`src/logic/axis_out_macros.svh`:
```
`ifndef AXIS_OUT_MACROS_SVH
`define AXIS_OUT_MACROS_SVH

// FIFO depth in words, as a power of two
`define AXIS_OUT_FIFO_DEPTH_LOG2 3
`define AXIS_OUT_FIFO_DEPTH      (1 << `AXIS_OUT_FIFO_DEPTH_LOG2)

// Stream geometry, four byte lanes per CPU word
`define AXIS_OUT_LANES  4
`define AXIS_OUT_LANE_W 8
`define AXIS_OUT_WORD_W (`AXIS_OUT_LANES * `AXIS_OUT_LANE_W)

// Register map, word offsets on the Wishbone port
`define AXIS_OUT_ADDR_W         2
`define AXIS_OUT_ADDR_DATA      2'd0
`define AXIS_OUT_ADDR_LAST_MASK 2'd1
`define AXIS_OUT_ADDR_STATUS    2'd2

`endif

```
`src/logic/axis_out_regs_pkg.sv`:
```
`include "axis_out_macros.svh"

package axis_out_regs_pkg;

   // Register offsets as seen by software
   typedef enum logic [`AXIS_OUT_ADDR_W-1:0] {
      REG_DATA      = `AXIS_OUT_ADDR_DATA,
      REG_LAST_MASK = `AXIS_OUT_ADDR_LAST_MASK,
      REG_STATUS    = `AXIS_OUT_ADDR_STATUS
   } reg_idx_e;

   // Words in flight, FIFO plus the one held by the serializer
   typedef logic [`AXIS_OUT_FIFO_DEPTH_LOG2:0] count_t;

   // Status word layout
   // In-flight count sits in the low nibble
   localparam int STAT_COUNT_LSB = 0;
   localparam int STAT_COUNT_W = $bits(count_t);

   // FIFO holds its full depth
   localparam int STAT_FULL_BIT = 8;

   // Last mask written and its word not yet sent out
   localparam int STAT_LAST_PEND_BIT = 9;

endpackage

```
`src/logic/axis_out_stream_pkg.sv`:
```
`include "axis_out_macros.svh"

package axis_out_stream_pkg;

   // One valid bit per stream lane
   typedef logic [`AXIS_OUT_LANES-1:0] lane_mask_t;

   // CPU word, written whole, read back lane by lane
   // Lane 0 is the low byte and goes out first
   typedef union packed {
      logic [`AXIS_OUT_WORD_W-1:0] word;
      logic [`AXIS_OUT_LANES-1:0][`AXIS_OUT_LANE_W-1:0] lane;
   } lane_word_u;

endpackage

```
`src/logic/axis_out_word_if.sv`:
```
`timescale 1ns/1ps

interface axis_out_word_if;

   // Handshake
   logic valid;
   logic ready;

   // Payload, held stable while valid waits for ready
   axis_out_stream_pkg::lane_word_u data;
   axis_out_stream_pkg::lane_mask_t mask;
   logic last;

   // Producer side
   modport source (
      output valid,
      output data,
      output mask,
      output last,
      input  ready
   );

   // Consumer side
   modport sink (
      input  valid,
      input  data,
      input  mask,
      input  last,
      output ready
   );

endinterface

```
`src/logic/axis_out_wb_regs.sv`:
```
`timescale 1ns/1ps
`include "axis_out_macros.svh"

module axis_out_wb_regs (
   input  logic                          clk,
   input  logic                          rst_n,
   input  logic                          wb_cyc,
   input  logic                          wb_stb,
   input  logic                          wb_we,
   input  logic [`AXIS_OUT_ADDR_W-1:0]   wb_adr,
   input  logic [`AXIS_OUT_WORD_W-1:0]   wb_dat_w,
   output logic [`AXIS_OUT_WORD_W-1:0]   wb_dat_r,
   output logic                          wb_ack,
   axis_out_word_if.source               push,
   input  logic                          word_done
);

   axis_out_regs_pkg::reg_idx_e     reg_idx;
   axis_out_regs_pkg::count_t       count;
   axis_out_regs_pkg::count_t       count_nxt;
   axis_out_regs_pkg::count_t       last_left;
   axis_out_stream_pkg::lane_mask_t mask_q;
   logic                            mask_armed;
   logic                            last_pending;
   logic                            fifo_full;
   logic                            req;
   logic                            start;
   logic                            data_wr;
   logic                            mask_wr;
   logic                            push_fire;
   logic [`AXIS_OUT_WORD_W-1:0]     status;
   logic [`AXIS_OUT_WORD_W-1:0]     rd_word;

   assign req     = wb_cyc & wb_stb;
   assign reg_idx = axis_out_regs_pkg::reg_idx_e'(wb_adr);

   // Take a new access only when no ack and no push is in progress
   assign start   = req & ~wb_ack & ~push.valid;
   assign data_wr = wb_we & (reg_idx == axis_out_regs_pkg::REG_DATA);
   assign mask_wr = wb_we & (reg_idx == axis_out_regs_pkg::REG_LAST_MASK);

   assign push_fire = push.valid & push.ready;
   assign fifo_full = ~push.ready;

   // Push and completion may land on the same edge
   assign count_nxt = count + axis_out_regs_pkg::count_t'(push_fire)
                            - axis_out_regs_pkg::count_t'(word_done);

   // Pending until the most recent last word has fully left
   assign last_pending = mask_armed | (last_left != '0);

   // Ack and push handshake
   // A DATA write holds off its ack until the FIFO takes the word
   always_ff @(posedge clk or negedge rst_n) begin
      if (!rst_n) begin
         wb_ack     <= 1'b0;
         push.valid <= 1'b0;
      end else begin
         wb_ack <= 1'b0;
         if (push_fire) begin
            push.valid <= 1'b0;
            wb_ack     <= 1'b1;
         end else if (start && data_wr) begin
            push.valid <= 1'b1;
         end else if (start) begin
            wb_ack <= 1'b1;
         end
      end
   end

   // Word payload, mask and last come from the armed last mask
   always_ff @(posedge clk) begin
      if (start && data_wr) begin
         push.data.word <= wb_dat_w;
         push.mask      <= mask_armed ? mask_q : '1;
         push.last      <= mask_armed;
      end
   end

   // Last mask register
   // Zero disarms, nonzero arms the next DATA word as the final one
   always_ff @(posedge clk or negedge rst_n) begin
      if (!rst_n) begin
         mask_q     <= '0;
         mask_armed <= 1'b0;
      end else if (start && mask_wr) begin
         mask_q     <= wb_dat_w[`AXIS_OUT_LANES-1:0];
         mask_armed <= |wb_dat_w[`AXIS_OUT_LANES-1:0];
      end else if (push_fire && push.last) begin
         mask_armed <= 1'b0;
      end
   end

   // In-flight count, and words left until the last-marked one is done
   always_ff @(posedge clk or negedge rst_n) begin
      if (!rst_n) begin
         count     <= '0;
         last_left <= '0;
      end else begin
         count <= count_nxt;
         if (push_fire && push.last) begin
            last_left <= count_nxt;
         end else if (word_done && last_left != '0) begin
            last_left <= last_left - 1'b1;
         end
      end
   end

   always_comb begin
      status = '0;
      status[axis_out_regs_pkg::STAT_COUNT_LSB +: axis_out_regs_pkg::STAT_COUNT_W] = count;
      status[axis_out_regs_pkg::STAT_FULL_BIT]      = fifo_full;
      status[axis_out_regs_pkg::STAT_LAST_PEND_BIT] = last_pending;
   end

   // Read mux, DATA reads back as zero
   always_comb begin
      rd_word = '0;
      case (reg_idx)
         axis_out_regs_pkg::REG_STATUS: rd_word = status;
         axis_out_regs_pkg::REG_LAST_MASK: begin
            if (mask_armed) begin
               rd_word[`AXIS_OUT_LANES-1:0] = mask_q;
            end
         end
         default: rd_word = '0;
      endcase
   end

   always_ff @(posedge clk) begin
      if (start && !wb_we) begin
         wb_dat_r <= rd_word;
      end
   end

   // Ack only answers a live cycle from the master
   a_ack_in_cycle: assert property (
      @(posedge clk) disable iff (!rst_n) wb_ack |-> (wb_cyc && wb_stb)
   );

endmodule

```
`src/logic/axis_out_word_fifo.sv`:
```
`timescale 1ns/1ps
`include "axis_out_macros.svh"

module axis_out_word_fifo (
   input  logic          clk,
   input  logic          rst_n,
   axis_out_word_if.sink   push,
   axis_out_word_if.source pop
);

   // Storage array, no reset on payload
   axis_out_stream_pkg::lane_word_u mem_data [`AXIS_OUT_FIFO_DEPTH];
   axis_out_stream_pkg::lane_mask_t mem_mask [`AXIS_OUT_FIFO_DEPTH];
   logic                            mem_last [`AXIS_OUT_FIFO_DEPTH];

   logic [`AXIS_OUT_FIFO_DEPTH_LOG2-1:0] wr_ptr;
   logic [`AXIS_OUT_FIFO_DEPTH_LOG2-1:0] rd_ptr;
   logic [`AXIS_OUT_FIFO_DEPTH_LOG2-1:0] mem_used;
   // Words held, array plus output stage
   logic [`AXIS_OUT_FIFO_DEPTH_LOG2:0]   level;
   logic                                 push_fire;
   logic                                 pop_fire;
   logic                                 load_out;
   logic                                 mem_empty;
   logic                                 mem_rd;
   logic                                 mem_wr;
   logic                                 bypass;

   assign push_fire = push.valid & push.ready;
   assign pop_fire  = pop.valid & pop.ready;
   assign push.ready = (level != `AXIS_OUT_FIFO_DEPTH);

   // Output stage is free this edge
   assign load_out  = ~pop.valid | pop_fire;
   assign mem_empty = (wr_ptr == rd_ptr);
   assign mem_used  = wr_ptr - rd_ptr;
   assign mem_rd    = load_out & ~mem_empty;

   // Empty array, incoming word goes straight to the output stage
   assign bypass = load_out & mem_empty & push_fire;
   assign mem_wr = push_fire & ~bypass;

   always_ff @(posedge clk) begin
      if (mem_wr) begin
         mem_data[wr_ptr] <= push.data;
         mem_mask[wr_ptr] <= push.mask;
         mem_last[wr_ptr] <= push.last;
      end
   end

   // Pointers and occupancy
   always_ff @(posedge clk or negedge rst_n) begin
      if (!rst_n) begin
         wr_ptr <= '0;
         rd_ptr <= '0;
         level  <= '0;
      end else begin
         if (mem_wr) begin
            wr_ptr <= wr_ptr + 1'b1;
         end
         if (mem_rd) begin
            rd_ptr <= rd_ptr + 1'b1;
         end
         level <= level + push_fire - pop_fire;
      end
   end

   // Registered output, presented as soon as it holds a word
   always_ff @(posedge clk or negedge rst_n) begin
      if (!rst_n) begin
         pop.valid <= 1'b0;
      end else if (load_out) begin
         pop.valid <= mem_rd | bypass;
      end
   end

   always_ff @(posedge clk) begin
      if (mem_rd) begin
         pop.data <= mem_data[rd_ptr];
         pop.mask <= mem_mask[rd_ptr];
         pop.last <= mem_last[rd_ptr];
      end else if (bypass) begin
         pop.data <= push.data;
         pop.mask <= push.mask;
         pop.last <= push.last;
      end
   end

   // Occupancy stays within depth and matches pointers plus output stage
   a_level_match: assert property (
      @(posedge clk) disable iff (!rst_n)
      (level <= `AXIS_OUT_FIFO_DEPTH) && (level == mem_used + pop.valid)
   );

   // Stalled output keeps its word
   a_pop_stable: assert property (
      @(posedge clk) disable iff (!rst_n)
      (pop.valid && !pop.ready) |=>
         (pop.valid && $stable(pop.data) && $stable(pop.mask) && $stable(pop.last))
   );

endmodule

```
`src/logic/axis_out_serializer.sv`:
```
`timescale 1ns/1ps
`include "axis_out_macros.svh"

module axis_out_serializer (
   input  logic                         clk,
   input  logic                         rst_n,
   axis_out_word_if.sink                word,
   output logic [`AXIS_OUT_LANE_W-1:0]  m_tdata,
   output logic                         m_tvalid,
   output logic                         m_tlast,
   input  logic                         m_tready,
   output logic                         word_done
);

   // Word being sent and the lanes still to go
   axis_out_stream_pkg::lane_word_u word_q;
   axis_out_stream_pkg::lane_mask_t rem_mask;
   axis_out_stream_pkg::lane_mask_t low_bit;
   axis_out_stream_pkg::lane_mask_t rem_after;
   logic                            last_q;
   logic                            beat_fire;
   logic                            final_beat;
   logic                            take;

   // Lowest set lane is the current beat
   assign low_bit   = rem_mask & axis_out_stream_pkg::lane_mask_t'(~rem_mask + 1'b1);
   assign rem_after = rem_mask & ~low_bit;

   assign beat_fire  = m_tvalid & m_tready;
   assign final_beat = beat_fire & (rem_after == '0);

   // Next word is taken on the final beat, no bubble between words
   assign word.ready = ~m_tvalid | final_beat;
   assign take       = word.valid & word.ready;

   // Completion strobe for the in-flight count
   assign word_done = final_beat;

   // TLAST on the only lane left of a last-marked word
   assign m_tlast = last_q & (rem_mask != '0) & (rem_after == '0);

   // Lane select through the lane view of the word
   always_comb begin
      m_tdata = '0;
      for (int i = 0; i < `AXIS_OUT_LANES; i++) begin
         if (low_bit[i]) begin
            m_tdata = word_q.lane[i];
         end
      end
   end

   always_ff @(posedge clk or negedge rst_n) begin
      if (!rst_n) begin
         m_tvalid <= 1'b0;
         rem_mask <= '0;
         last_q   <= 1'b0;
      end else if (take) begin
         m_tvalid <= 1'b1;
         rem_mask <= word.mask;
         last_q   <= word.last;
      end else if (beat_fire) begin
         // Drop the lane just accepted
         rem_mask <= rem_after;
         if (final_beat) begin
            m_tvalid <= 1'b0;
         end
      end
   end

   always_ff @(posedge clk) begin
      if (take) begin
         word_q <= word.data;
      end
   end

   // Mask runs empty together with valid
   a_tlast_valid: assert property (
      @(posedge clk) disable iff (!rst_n) m_tlast |-> m_tvalid
   );

endmodule

```
`src/logic/axis_out_top.sv`:
```
`timescale 1ns/1ps
`include "axis_out_macros.svh"

module axis_out_top (
   input  logic                         clk,
   input  logic                         rst_n,
   input  logic                         wb_cyc,
   input  logic                         wb_stb,
   input  logic                         wb_we,
   input  logic [`AXIS_OUT_ADDR_W-1:0]  wb_adr,
   input  logic [`AXIS_OUT_WORD_W-1:0]  wb_dat_w,
   output logic [`AXIS_OUT_WORD_W-1:0]  wb_dat_r,
   output logic                         wb_ack,
   output logic [`AXIS_OUT_LANE_W-1:0]  m_tdata,
   output logic                         m_tvalid,
   output logic                         m_tlast,
   input  logic                         m_tready
);

   // Completion pulse back to the register block
   logic word_done;

   // Registers to FIFO, FIFO to serializer
   axis_out_word_if push_if ();
   axis_out_word_if pop_if ();

   axis_out_wb_regs i_regs (
      .clk       (clk),
      .rst_n     (rst_n),
      .wb_cyc    (wb_cyc),
      .wb_stb    (wb_stb),
      .wb_we     (wb_we),
      .wb_adr    (wb_adr),
      .wb_dat_w  (wb_dat_w),
      .wb_dat_r  (wb_dat_r),
      .wb_ack    (wb_ack),
      .push      (push_if.source),
      .word_done (word_done)
   );

   axis_out_word_fifo i_fifo (
      .clk   (clk),
      .rst_n (rst_n),
      .push  (push_if.sink),
      .pop   (pop_if.source)
   );

   axis_out_serializer i_ser (
      .clk       (clk),
      .rst_n     (rst_n),
      .word      (pop_if.sink),
      .m_tdata   (m_tdata),
      .m_tvalid  (m_tvalid),
      .m_tlast   (m_tlast),
      .m_tready  (m_tready),
      .word_done (word_done)
   );

endmodule

```
`config.mk`:
```
export PLATFORM = sky130hd
export DESIGN_NAME = axis_out_top
export DESIGN_NICKNAME = d
export VERILOG_FILES = /design/src/logic/axis_out_regs_pkg.sv /design/src/logic/axis_out_stream_pkg.sv /design/src/logic/axis_out_word_if.sv /design/src/logic/axis_out_wb_regs.sv /design/src/logic/axis_out_word_fifo.sv /design/src/logic/axis_out_serializer.sv /design/src/logic/axis_out_top.sv
export VERILOG_INCLUDE_DIRS = /design/src /design/src/logic
export SDC_FILE = /design/constraint.sdc
export NUM_CORES = 1
export LEC_CHECK = 0
export BUFFER_PORTS_ARGS = -buffer_cell sky130_fd_sc_hd__buf_2
export CAP_MARGIN = 20
export CORE_ASPECT_RATIO = 0.7
export CORE_MARGIN = 1
export CORE_UTILIZATION = 45
export DETAILED_ROUTE_END_ITERATION = 8
export GPL_ROUTABILITY_DRIVEN = 1
export PLACE_DENSITY = 0.76
export SYNTH_ARGS = -nofsm -noshare
export SYNTH_HDL_FRONTEND = slang
export SYNTH_SLANG_ARGS = --single-unit
```
`constraint.sdc`:
```
create_clock -name clk -period 4.5 [get_ports clk]
set_clock_uncertainty 0.15 [all_clocks]
set_input_delay 0.45 -clock clk [delete_from_list [all_inputs] [get_ports clk]]
set_output_delay 0.45 -clock clk [all_outputs]
set_load 0.02 [all_outputs]
```
* Word level (Yosys, flattened, before mapping)
Memories as Yosys holds them, arrays and structs flattened. Index checks and enable logic that the tools add are counted.
Word-level totals: bits in registers 170, memory bits (writable) 296, bits of input ports 40, output and inout port bits 43, word-level logic and storage cells 113, memories kept 3
Memories:
- i_fifo.mem_data | words 8, bits a word 32, read ports 1, clocked after Yosys merged registers in 0, write ports 1, line axis_out_word_fifo.sv:12 | axis_out_stream_pkg::lane_word_u mem_data [`AXIS_OUT_FIFO_DEPTH];
- i_fifo.mem_mask | words 8, bits a word 4, read ports 1, clocked after Yosys merged registers in 0, write ports 1, line axis_out_word_fifo.sv:13 | axis_out_stream_pkg::lane_mask_t mem_mask [`AXIS_OUT_FIFO_DEPTH];
- i_fifo.mem_last | words 8, bits a word 1, read ports 1, clocked after Yosys merged registers in 0, write ports 1, line axis_out_word_fifo.sv:14 | logic mem_last [`AXIS_OUT_FIFO_DEPTH];
Cells by class: $add $sub $neg 8, eq/ne operators 4, mux-type cells 28, bitwise operators 30, reduce and logical (&&, ||, !) cells 18
Operators by type and width (number):
- two-way mux 32 bit | 2
- two-way mux 8 bit | 4
- two-way mux 4 bit | 7
- AND 1 bit | 15
- two-way mux 1 bit | 14
- nonzero test 2 bit | 6
- adder 4 x 1 -> 4 bit | 2
- AND 4 bit | 2
- inverter 4 bit | 2
- case mux 4 bit (2 select lines) | 1
- nonzero test 4 bit | 2
- subtractor 4 x 1 -> 4 bit | 2
- inverter 1 bit | 7
- adder 3 x 1 -> 3 bit, second input constant | 2
- logical AND 1 bit | 5
- adder 4 x 1 -> 4 bit, second input constant | 1
- zero test 4 bit | 1
- != test 4 bit, second input constant | 1
- OR 1 bit | 4
- OR reduction 4 bit | 1
- subtractor 4 x 1 -> 4 bit, second input constant | 1
- equality test 3 bit | 1
- equality test 2 x 1 -> 1 bit, second input constant | 1
- equality test 2 bit, second input constant | 1
- other kinds (3) | 3

* Logic depth before layout (Yosys ltp)
Gate-level depths: netlist of the first run.
depth in word-level cells 16, gate-level depth with buffers 12, depth with buffers taken out 11

* Cells and area by module
Synthesis of the first run repeated with hierarchy kept, for this count alone.
Unflattened totals: cells, all modules 879, area, all modules 17317.9 µm²
By module, submodules not included:
- axis_out_word_fifo | instances 1, cells each 612, area an instance 13320.3 µm², sequential area each 10274.9 µm²
- axis_out_wb_regs | instances 1, cells each 164, area an instance 2476.1 µm², sequential area each 1666.6 µm²
- axis_out_serializer | instances 1, cells each 103, area an instance 1521.5 µm², sequential area each 1111.1 µm²

* Worst setup path after synthesis of the first run
No wires, ideal clock.
path kind input-to-reg, from input port m_tready, to memory i_fifo.mem_data[0][0] in the netlist's numbering, enable pin, setup time 0.477 ns, data arrival time 3.930 ns, data required time 3.873 ns, slack -0.057 ns, stages on the path 5, cells stage by stage nor4b_1 a2111o_1 a21oi_2 nand2b_1 nor3_1
On the way: word-level cells in the longest chain between the ends 11
Ends and longest elaborated chain:
- from (decl) | line axis_out_top.sv:17 | input logic m_tready
- AND 1 bit | line axis_out_serializer.sv:29 | assign beat_fire = m_tvalid & m_tready;
- AND 1 bit | line axis_out_serializer.sv:30 | assign final_beat = beat_fire & (rem_after == '0);
- OR 1 bit | line axis_out_serializer.sv:33 | assign word.ready = ~m_tvalid | final_beat;
- AND 1 bit | line axis_out_word_fifo.sv:30 | assign pop_fire = pop.valid & pop.ready;
- OR 1 bit | line axis_out_word_fifo.sv:34 | assign load_out = ~pop.valid | pop_fire;
- AND 1 bit (2 in series) | line axis_out_word_fifo.sv:40 | assign bypass = load_out & mem_empty & push_fire;
- inverter 1 bit | line axis_out_word_fifo.sv:41 | assign mem_wr = push_fire & ~bypass;
- AND 1 bit | line axis_out_word_fifo.sv:41
- two-way mux 1 bit | line axis_out_word_fifo.sv:44 | if (mem_wr) begin
- two-way mux 1 bit (implied by the code) | line axis_out_word_fifo.sv:45 | mem_data[wr_ptr] <= push.data;
- to (decl) | line axis_out_word_fifo.sv:12
No other way between the ends.

* Worst setup path after layout of the first run
from register i_ser.rem_mask[1], to memory i_fifo.mem_data[7][31] in the netlist's numbering, enable pin
On the way: word-level cells in the longest chain between the ends 16
Ends and longest elaborated chain:
- from (decl) | line axis_out_serializer.sv:17 | axis_out_stream_pkg::lane_mask_t rem_mask;
- from (signal assigned) | line axis_out_serializer.sv:59 | rem_mask <= word.mask;
- from (signal assigned) | line axis_out_serializer.sv:63 | rem_mask <= rem_after;
- inverter 4 bit | line axis_out_serializer.sv:26 | assign low_bit = rem_mask & axis_out_stream_pkg::lane_mask_t'(~rem_mask + 1'b1);
- adder 4 x 1 -> 4 bit | line axis_out_serializer.sv:26
- AND 4 bit | line axis_out_serializer.sv:26
- inverter 4 bit | line axis_out_serializer.sv:27 | assign rem_after = rem_mask & ~low_bit;
- AND 4 bit (*) | line axis_out_serializer.sv:27
- zero test 4 bit (*) | line axis_out_serializer.sv:30
- AND 1 bit (*) | line axis_out_serializer.sv:30
- OR 1 bit (*) | line axis_out_serializer.sv:33
- AND 1 bit (*) | line axis_out_word_fifo.sv:30
- OR 1 bit (*) | line axis_out_word_fifo.sv:34
- AND 1 bit (*) (2 in series) | line axis_out_word_fifo.sv:40
- inverter 1 bit (*) | line axis_out_word_fifo.sv:41
- AND 1 bit (*) | line axis_out_word_fifo.sv:41
- two-way mux 1 bit (*) | line axis_out_word_fifo.sv:44
- two-way mux 1 bit (implied by the code) (*) | line axis_out_word_fifo.sv:45
Mark *: on every way between the ends. The rest lies on a longest branch, timed or not.

==> qor.yml, run 1 <==
setup_path:
  crit_path_end_kind: "flip-flop"
  crit_fanout: 29
  cp-start-kind: "flip-flop"
  rr_startpoint: "i_ser.rem_mask[1]"
  worstSetupPathType: "flip-flop to flip-flop"
  r2r_end: "i_fifo.mem_data[7][31]"
  ff2ff_path_depth: 6
  critPathArrivalTime_ns: 3.46
  r2r_slack_ns: 1.07
  cp.required_ns: 4.53
clock_tree:
  cts_tree: "built"
  cts_buffers: 40
  insertion_delay_ns: 0.55
  cts.clk_slew.worst_paths_ns: 0.07
  cts_max_path_buffers: 3
  htree_levels: 2
  post_cts_buffers: 0
  ctsRootBufferMaster: "clkbuf_16"
  clock_sinks: 440
  cts_resized: 0
synth:
  synth-edff-count: 408
  ys_types: 52
  synth-main-ff-cell: "edfxtp_1"
  synth_area_per_cell_um2: 19.60
  synthCells: 872
  async_reset_ff_frac: 0.07273
  ys_seq_area_frac: 0.7636
  yosysTopAreaCell: "edfxtp_1"
  synth_area_um2: 17090
  yosys-top-cells-area: "edfxtp_1, mux4_2, dfrtp_1"
  yosys_warnings: 0
  ys_seq_elements: 440
  yosysTopAreaCellShare: 0.7168
power_and_ir_drop:
  p_int_mw: 8.963
  swShare: 0.3115
  seq_power_share: 0.448
  irDropWorstVdd_mv: 0.4302
  power_switching_mw: 4.055
  leakagePower_nw: 6.631
  clockPowerShare: 0.266
  p_per_area_nw_per_um2: 663.7
  power.total_mw: 13.02
  comb_power_share: 0.286
floorplan:
  initial_utilization: 0.4585
  dieHeight_um: 165.1
  fp-row-count: 59
  coreArea_um2: 37280
  ios: 83
  die-area_um2: 38780
  die_w_um: 234.9
timing:
  fin_setup_tns_ns: 0
  worst_pin_slew_ns: 1.021
  slew_headroom: 0.3197
  drv_slew: 0
  setup_viol_count_final: 0
  grt_setup_unrepaired: "no"
  post-route-period-util: 0.7612
  fmax_ghz: 0.2919
  finalHoldViolCount: 0
  min_period_ns: 3.425
routing:
  routed_wirelength_um: 32240
  postRouteAntennaNets: 0
  vias_per_cell: 5.482
  drt-pass1-iter-count: 5
  drc: 0
  wire_per_inst_um: 21.54
  via_count: 8206
  drt-initial-drc-count: 826
finish:
  drive_gt1_frac: 0.2319
  n_antenna_cell: 0
  area_delta_synth_final_pct: 14.76
  fin_nets: 1036
grt:
  grt_util_all_layers: 0.1712
  antenna_found_initial: 0
  grt_pass1_vias: 8319
  grt_max_degree: 67
  grt-ovfl-total: 0
  grt_pass1_wl_um: 49690
run_status:
  status: "completed"
min_path:
  hold_depth: 4
  min_to: "i_regs.wb_ack"
  hp-class: "input port to flip-flop"
  hp-start: "wb_we"
placement:
  port_buffers: 56
  place_hpwl_um: 19210
  gp_congestion: 0.8068
flow_run:
  cap_violations: 0
-- sequential cells by signal, indices dropped and copies added, names as in the netlist --
register,flops
i_regs.push.last,1
i_fifo.pop.mask,4
i_fifo.mem_last,8
i_regs.last_left,4
i_fifo.pop.last,1
i_fifo.pop.data,32
i_regs.push.valid,1
i_regs.push.data,32
i_regs.wb_dat_r,6
i_fifo.mem_data,256
i_ser.word_q,32
i_fifo.rd_ptr,3
i_fifo.mem_mask,32
i_regs.mask_armed,1
i_fifo.level,4
i_regs.count,4
i_ser.last_q,1
i_regs.wb_ack,1
i_fifo.wr_ptr,3
i_regs.mask_q,4
i_fifo.pop.valid,1
i_ser.m_tvalid,1
i_regs.push.mask,4
i_ser.rem_mask,4
-- per-layer routing --
layer	vias up	part of all wire	track usage
met2	267	0.46	0.2623
met1	4270	0.47	0.2576
met3	38	0.056	0.02942
li1	3631	-	-
met4	0	0.013	0.04037
met5	-	0	0
-- power by group through the flow --
stage	Sequential (mW)	Clock [mW]	Combinational, mW
after floorplan	5.70	0	2.91
after global placement	5.89	0	3.62
after detailed placement	5.90	0	3.71
after CTS	5.83	3.53	3.77
after global routing	5.89	3.69	4.07
final	5.83	3.47	3.72
-- cell usage after synthesis (10+ instances only) --
master      n
edfxtp_1  408
mux4_2     74
nor2_1     55
a21oi_1    41
mux2i_1    37
dfrtp_1    32
buf_4      28
clkbuf_1   18
nand2_1    18
a22oi_1    16
ha_1       14
o21ai_0    14
inv_1      13
buf_2      11
nand2b_1   10
-- metrics by stage --
stage	area [um2]	std cells	utilization	setup slack, ns	hold WS (ns)
final	19620	1497	0.5262	1.075	0.1248
after floorplan	17200	897	-	0.1279	0.004409
after global routing	19620	1497	0.5262	0.9170	0.1383
after CTS	19620	1497	0.5262	1.090	0.1058
after global placement	17950	1393	0.4816	1.204	0.2562
after detailed placement	17950	1393	0.4816	1.122	0.2545
-- timing repair --
action                                 CTS  global route
setup endpoints to repair                0             0
endpoints found under the hold margin   64             0
hold buffers                            33             0
-- cell families after synthesis --
family | count (synthesis) | share of synthesized area
flops | 440 | 0.7636
buf+inv | 80 | 0.02716
mux | 118 | 0.1240
compound gates | 94 | 0.03470
simple gates | 107 | 0.02950
xor+xnor | 16 | 0.008199
fa+ha+maj | 16 | 0.01259
other cells | 1 | 0.0002194
-- critical path: stages (launching register included) --
cell,delay [ns]
dfrtp_1,0.76
a211oi_2,0.19
a2111o_1,0.53
a21oi_2,0.28
nand2_1,0.29
nor2_4,0.37
buf_4,0.49
-- cell usage in the layout, fill, tap and decap left out, drive strengths merged, types with 4 or more instances in the layout --
cell type    count
o21ai           14
a32oi            4
xnor2            8
edfxtp         408
mux2             7
xor2             8
nor2b            6
nor3             7
a21oi           42
nand2           18
mux4            74
nand2b          10
inv             15
bufinv           6
clkinv          11
nor2            55
buf             75
clkbuf          49
ha              14
dlygate4sd3     33
a22oi           16
mux2i           37
conb            26
dfrtp           32
-- worst max-delay path by stage --
stage,start,to,slack (ns),cells past startpoint
after floorplan,i_ser.rem_mask[2],i_fifo.pop.data[0],0.13,4
after global placement,i_ser.rem_mask[0],i_fifo.mem_data[3][18],1.20,6
after detailed placement,i_ser.rem_mask[0],i_fifo.mem_data[7][12],1.12,6
after CTS,i_ser.rem_mask[0],i_fifo.mem_data[7][22],1.09,6
after global routing,i_ser.rem_mask[0],i_fifo.mem_data[6][10],0.92,6
final,i_ser.rem_mask[1],i_fifo.mem_data[7][31],1.07,6
-- final cells by class --
class                   count  area, um2
inverters                  13      48.80
repair buffers            108      803.3
clock buffers              49       1056
flip-flops and latches    440      13060
clock inverters            22      274.0
multi-input cells         377       3764
well taps                 488      610.6
fillers                  2835      17660
Power figures use the tool's default switching activity.
==> run 2, diff against run 1 <==
ABC_AREA = 1   (was unset)
clock period = 3.1 ns   (was 4.5 ns; I/O delays follow)
==> qor.yml, run 2 <==
timing:
  grt_setup_unrepaired: "no"
  slew_headroom: 0.4474  # +0.1277
  finalHoldViolCount: 0  # unchanged
  drv_slew: 0  # unchanged
  min_period_ns: 2.867
  worst_pin_slew_ns: 0.8270  # -0.1935 ns
  fmax_ghz: 0.3488
  holdWs_ns: 0.03360  # -0.09119 ns
  post-route-period-util: 0.9247
  setup_viol_count_final: 0  # unchanged
grt:
  grt_pass1_wl_um: 57410  # +16%
  grt_max_degree: 151  # +130%
  grt_pass1_vias: 10243  # +23%
  grt_util_all_layers: 0.1863  # +0.01514
  antenna_found_initial: 0  # unchanged
  grt-ovfl-total: 0  # unchanged
setup_path:
  cp-start-kind: "flip-flop"
  critPathArrivalTime_ns: 2.41  # -1.05 ns
  cp.required_ns: 2.64  # -1.89 ns
  crit_chain: "nor2_2 -> nand2_2 -> nor2_1 -> nand2_1 -> nand4_1 -> buf_2"
  worstSetupEndpoint: "m_tdata[3]"
  crit_path_end_kind: "output port"
  crit_fanout: 8  # -72%
  ff2ff_path_depth: 15  # +9
  slowest_delay_ns: 0.59  # -0.17 ns
  r2r_slack_ns: 0.49  # -0.58 ns
  startpoint: "i_ser.rem_mask[1]"
  r2r_end: "i_regs.last_left[2]"
  rr_startpoint: "i_ser.rem_mask[1]"
  worstSetupPathType: "flip-flop to output port"
  critical_path.slowest_cell: "nor2_1"
floorplan:
  dieHeight_um: 167.4  # +1.4%
  die-area_um2: 39870  # +2.8%
  fp-row-count: 60  # +1.7%
  die_w_um: 238.2  # +1.4%
  coreArea_um2: 38440  # +3.1%
  ios: 83  # unchanged
  initial_utilization: 0.4573  # -0.001176
min_path:
  hp-start: "wb_we"
  hp-class: "input port to flip-flop"
clock_tree:
  cts_resized: 0  # unchanged
  cts_tree: "built"
  cts.clk_slew.worst_paths_ns: 0.06  # about the same
  htree_levels: 2  # unchanged
  ctsRootBufferMaster: "clkbuf_16"
  cts_max_path_buffers: 3  # unchanged
  cts_buffers: 42  # +5.0%
  insertion_delay_ns: 0.55  # about the same
  clock_sinks: 440  # unchanged
finish:
  fin_cells: 2008  # +34%
  n_antenna_cell: 0  # unchanged
  final_cell_mix: "edfxtp_1, nor2_1, nand2_1"
  post-route-cell-area_um2: 20110  # +2.5%
  final_common_cell: "edfxtp_1"
  largest_register_ffs: 256  # unchanged
  fin_util: 0.5232  # -0.002952
  regMostFlops: "i_fifo.mem_data"
  drive_gt1_frac: 0.1182  # -0.1137
  nFillCells: 3159  # +11%
  area_delta_synth_final_pct: 14.41
  fin_nets: 1503  # +45%
flow_run:
  cap_violations: 0  # unchanged
routing:
  postRouteAntennaNets: 0  # unchanged
  via_count: 10627  # +30%
  drt-initial-drc-count: 1137  # +38%
  vias_per_cell: 5.292  # -3.5%
  wire_per_inst_um: 18.31  # -15%
  drc: 0  # unchanged
  drt-pass1-iter-count: 5  # unchanged
  routed_wirelength_um: 36760  # +14%
synth:
  yosysTopAreaCellShare: 0.6970  # -0.01980
  synth-edff-count: 408  # unchanged
  synth_area_um2: 17580  # +2.8%
  ys_seq_area_frac: 0.7425  # -0.02109
  synth_area_per_cell_um2: 12.98  # -34%
  ys_types: 35  # -33%
  synthCells: 1354  # +55%
  synth_common_cells: "edfxtp_1, nor2_1, nand2_1"
  yosys_warnings: 0  # unchanged
  synth-main-ff-cell: "edfxtp_1"
  yosys-top-cells-area: "edfxtp_1, nor2_1, dfrtp_1"
  yosysTopAreaCell: "edfxtp_1"
  ys_seq_elements: 440  # unchanged
  yosysMostFrequentCell: "edfxtp_1"
  async_reset_ff_frac: 0.07273  # unchanged
placement:
  place_area_um2: 18400  # +2.5%
  dp_cells: 1895  # +36%
  port_buffers: 56  # unchanged
  gp_congestion: 0.8530  # +5.7%
  place_hpwl_um: 20970  # +9.2%
power_and_ir_drop:
  p_per_area_nw_per_um2: 964.8  # +45%
  irDropWorstVdd_mv: 0.6728  # +56%
  leakagePower_nw: 7.041  # +6.2%
  power.total_mw: 19.40  # +49%
run_status:
  status: "completed"
## run 2: cell types whose count changed after synthesis, moves of 21 or more
cell,before,now
mux4_2,74,0
o21ai_0,14,158
nand3_1,1,36
inv_1,13,34
a21oi_1,41,6
nor2_1,55,239
mux2i_1,37,0
o211ai_1,1,74
o21ai_1,0,38
nand2_1,18,172
## run 2: cell type report
cell class,instances,area (um2),share of cell area
flip-flops and latches,440,13060,0.6494
multi-input cells,802,3938,0.1958
clock buffers,57,1181,0.05873
repair buffers,122,938.4,0.04666
well taps,527,659.4,0.03279
clock inverters,21,180.2,0.008959
inverters,39,153.9,0.007653
## run 2: worst min path at each step
stage                    endpoint  slack [ns]  cells after the start
4_1_cts        i_regs.wb_dat_r[0]        0.01                      2
3_5_place_dp      i_ser.word_q[3]        0.26                      0
3_3_place_gp      i_ser.word_q[5]        0.25                      0
2_1_floorplan     i_fifo.level[0]       -0.14                      0
6_report       i_regs.wb_dat_r[3]        0.03                      2
5_1_grt        i_regs.wb_dat_r[0]        0.04                      2
## run 2: what timing repair did
item | 4_1_cts | 5_1_grt
buffers inserted | 0 | 0
hold endpoints to repair | 70 | 0
hold buffers | 35 | 0
## run 2: critical path, delay by kind of cell (launching register included)
| kind | cells | cell delay [ns] |
|---|---|---|
| and+or+nand+nor | 5 | 1.26 |
| DFF | 1 | 0.41 |
| buffers and inverters | 1 | 0.19 |
## run 2: metal layers
| layer | track usage | wire length [um] |
|---|---|---|
| met5 | 0 | 0 |
| met3 | 0.03264 | 2814 |
| met1 | 0.2755 | 16420 |
| met2 | 0.2794 | 16520 |
| met4 | 0.06327 | 1008 |
## run 2: cells by family after synthesis
family,count (synthesis),share of synthesized area
AO/OA/AOI/OAI,278,0.08997
XOR/XNOR,11,0.005481
adder cells (fa/ha/maj),16,0.01224
buffers and inverters,137,0.04264
flip-flops,440,0.7425
other,1,0.0002133
AND/OR/NAND/NOR,471,0.1069
## run 2: metrics by stage
stage	setup TNS, ns	worst slack, ns
floorplan	-56.79	-0.2224
global placement	0	0.5455
detailed placement	0	0.4871
CTS	0	0.2401
global route	0	0.1280
finish	0	0.2333
## run 2: report_power, final
group          total, mW  switching [mW]  internal [mW]
logic               6.04            4.23           1.82
registers           8.30           0.464           7.84
clock network       5.06            2.13           2.93
total               19.4            6.82           12.6
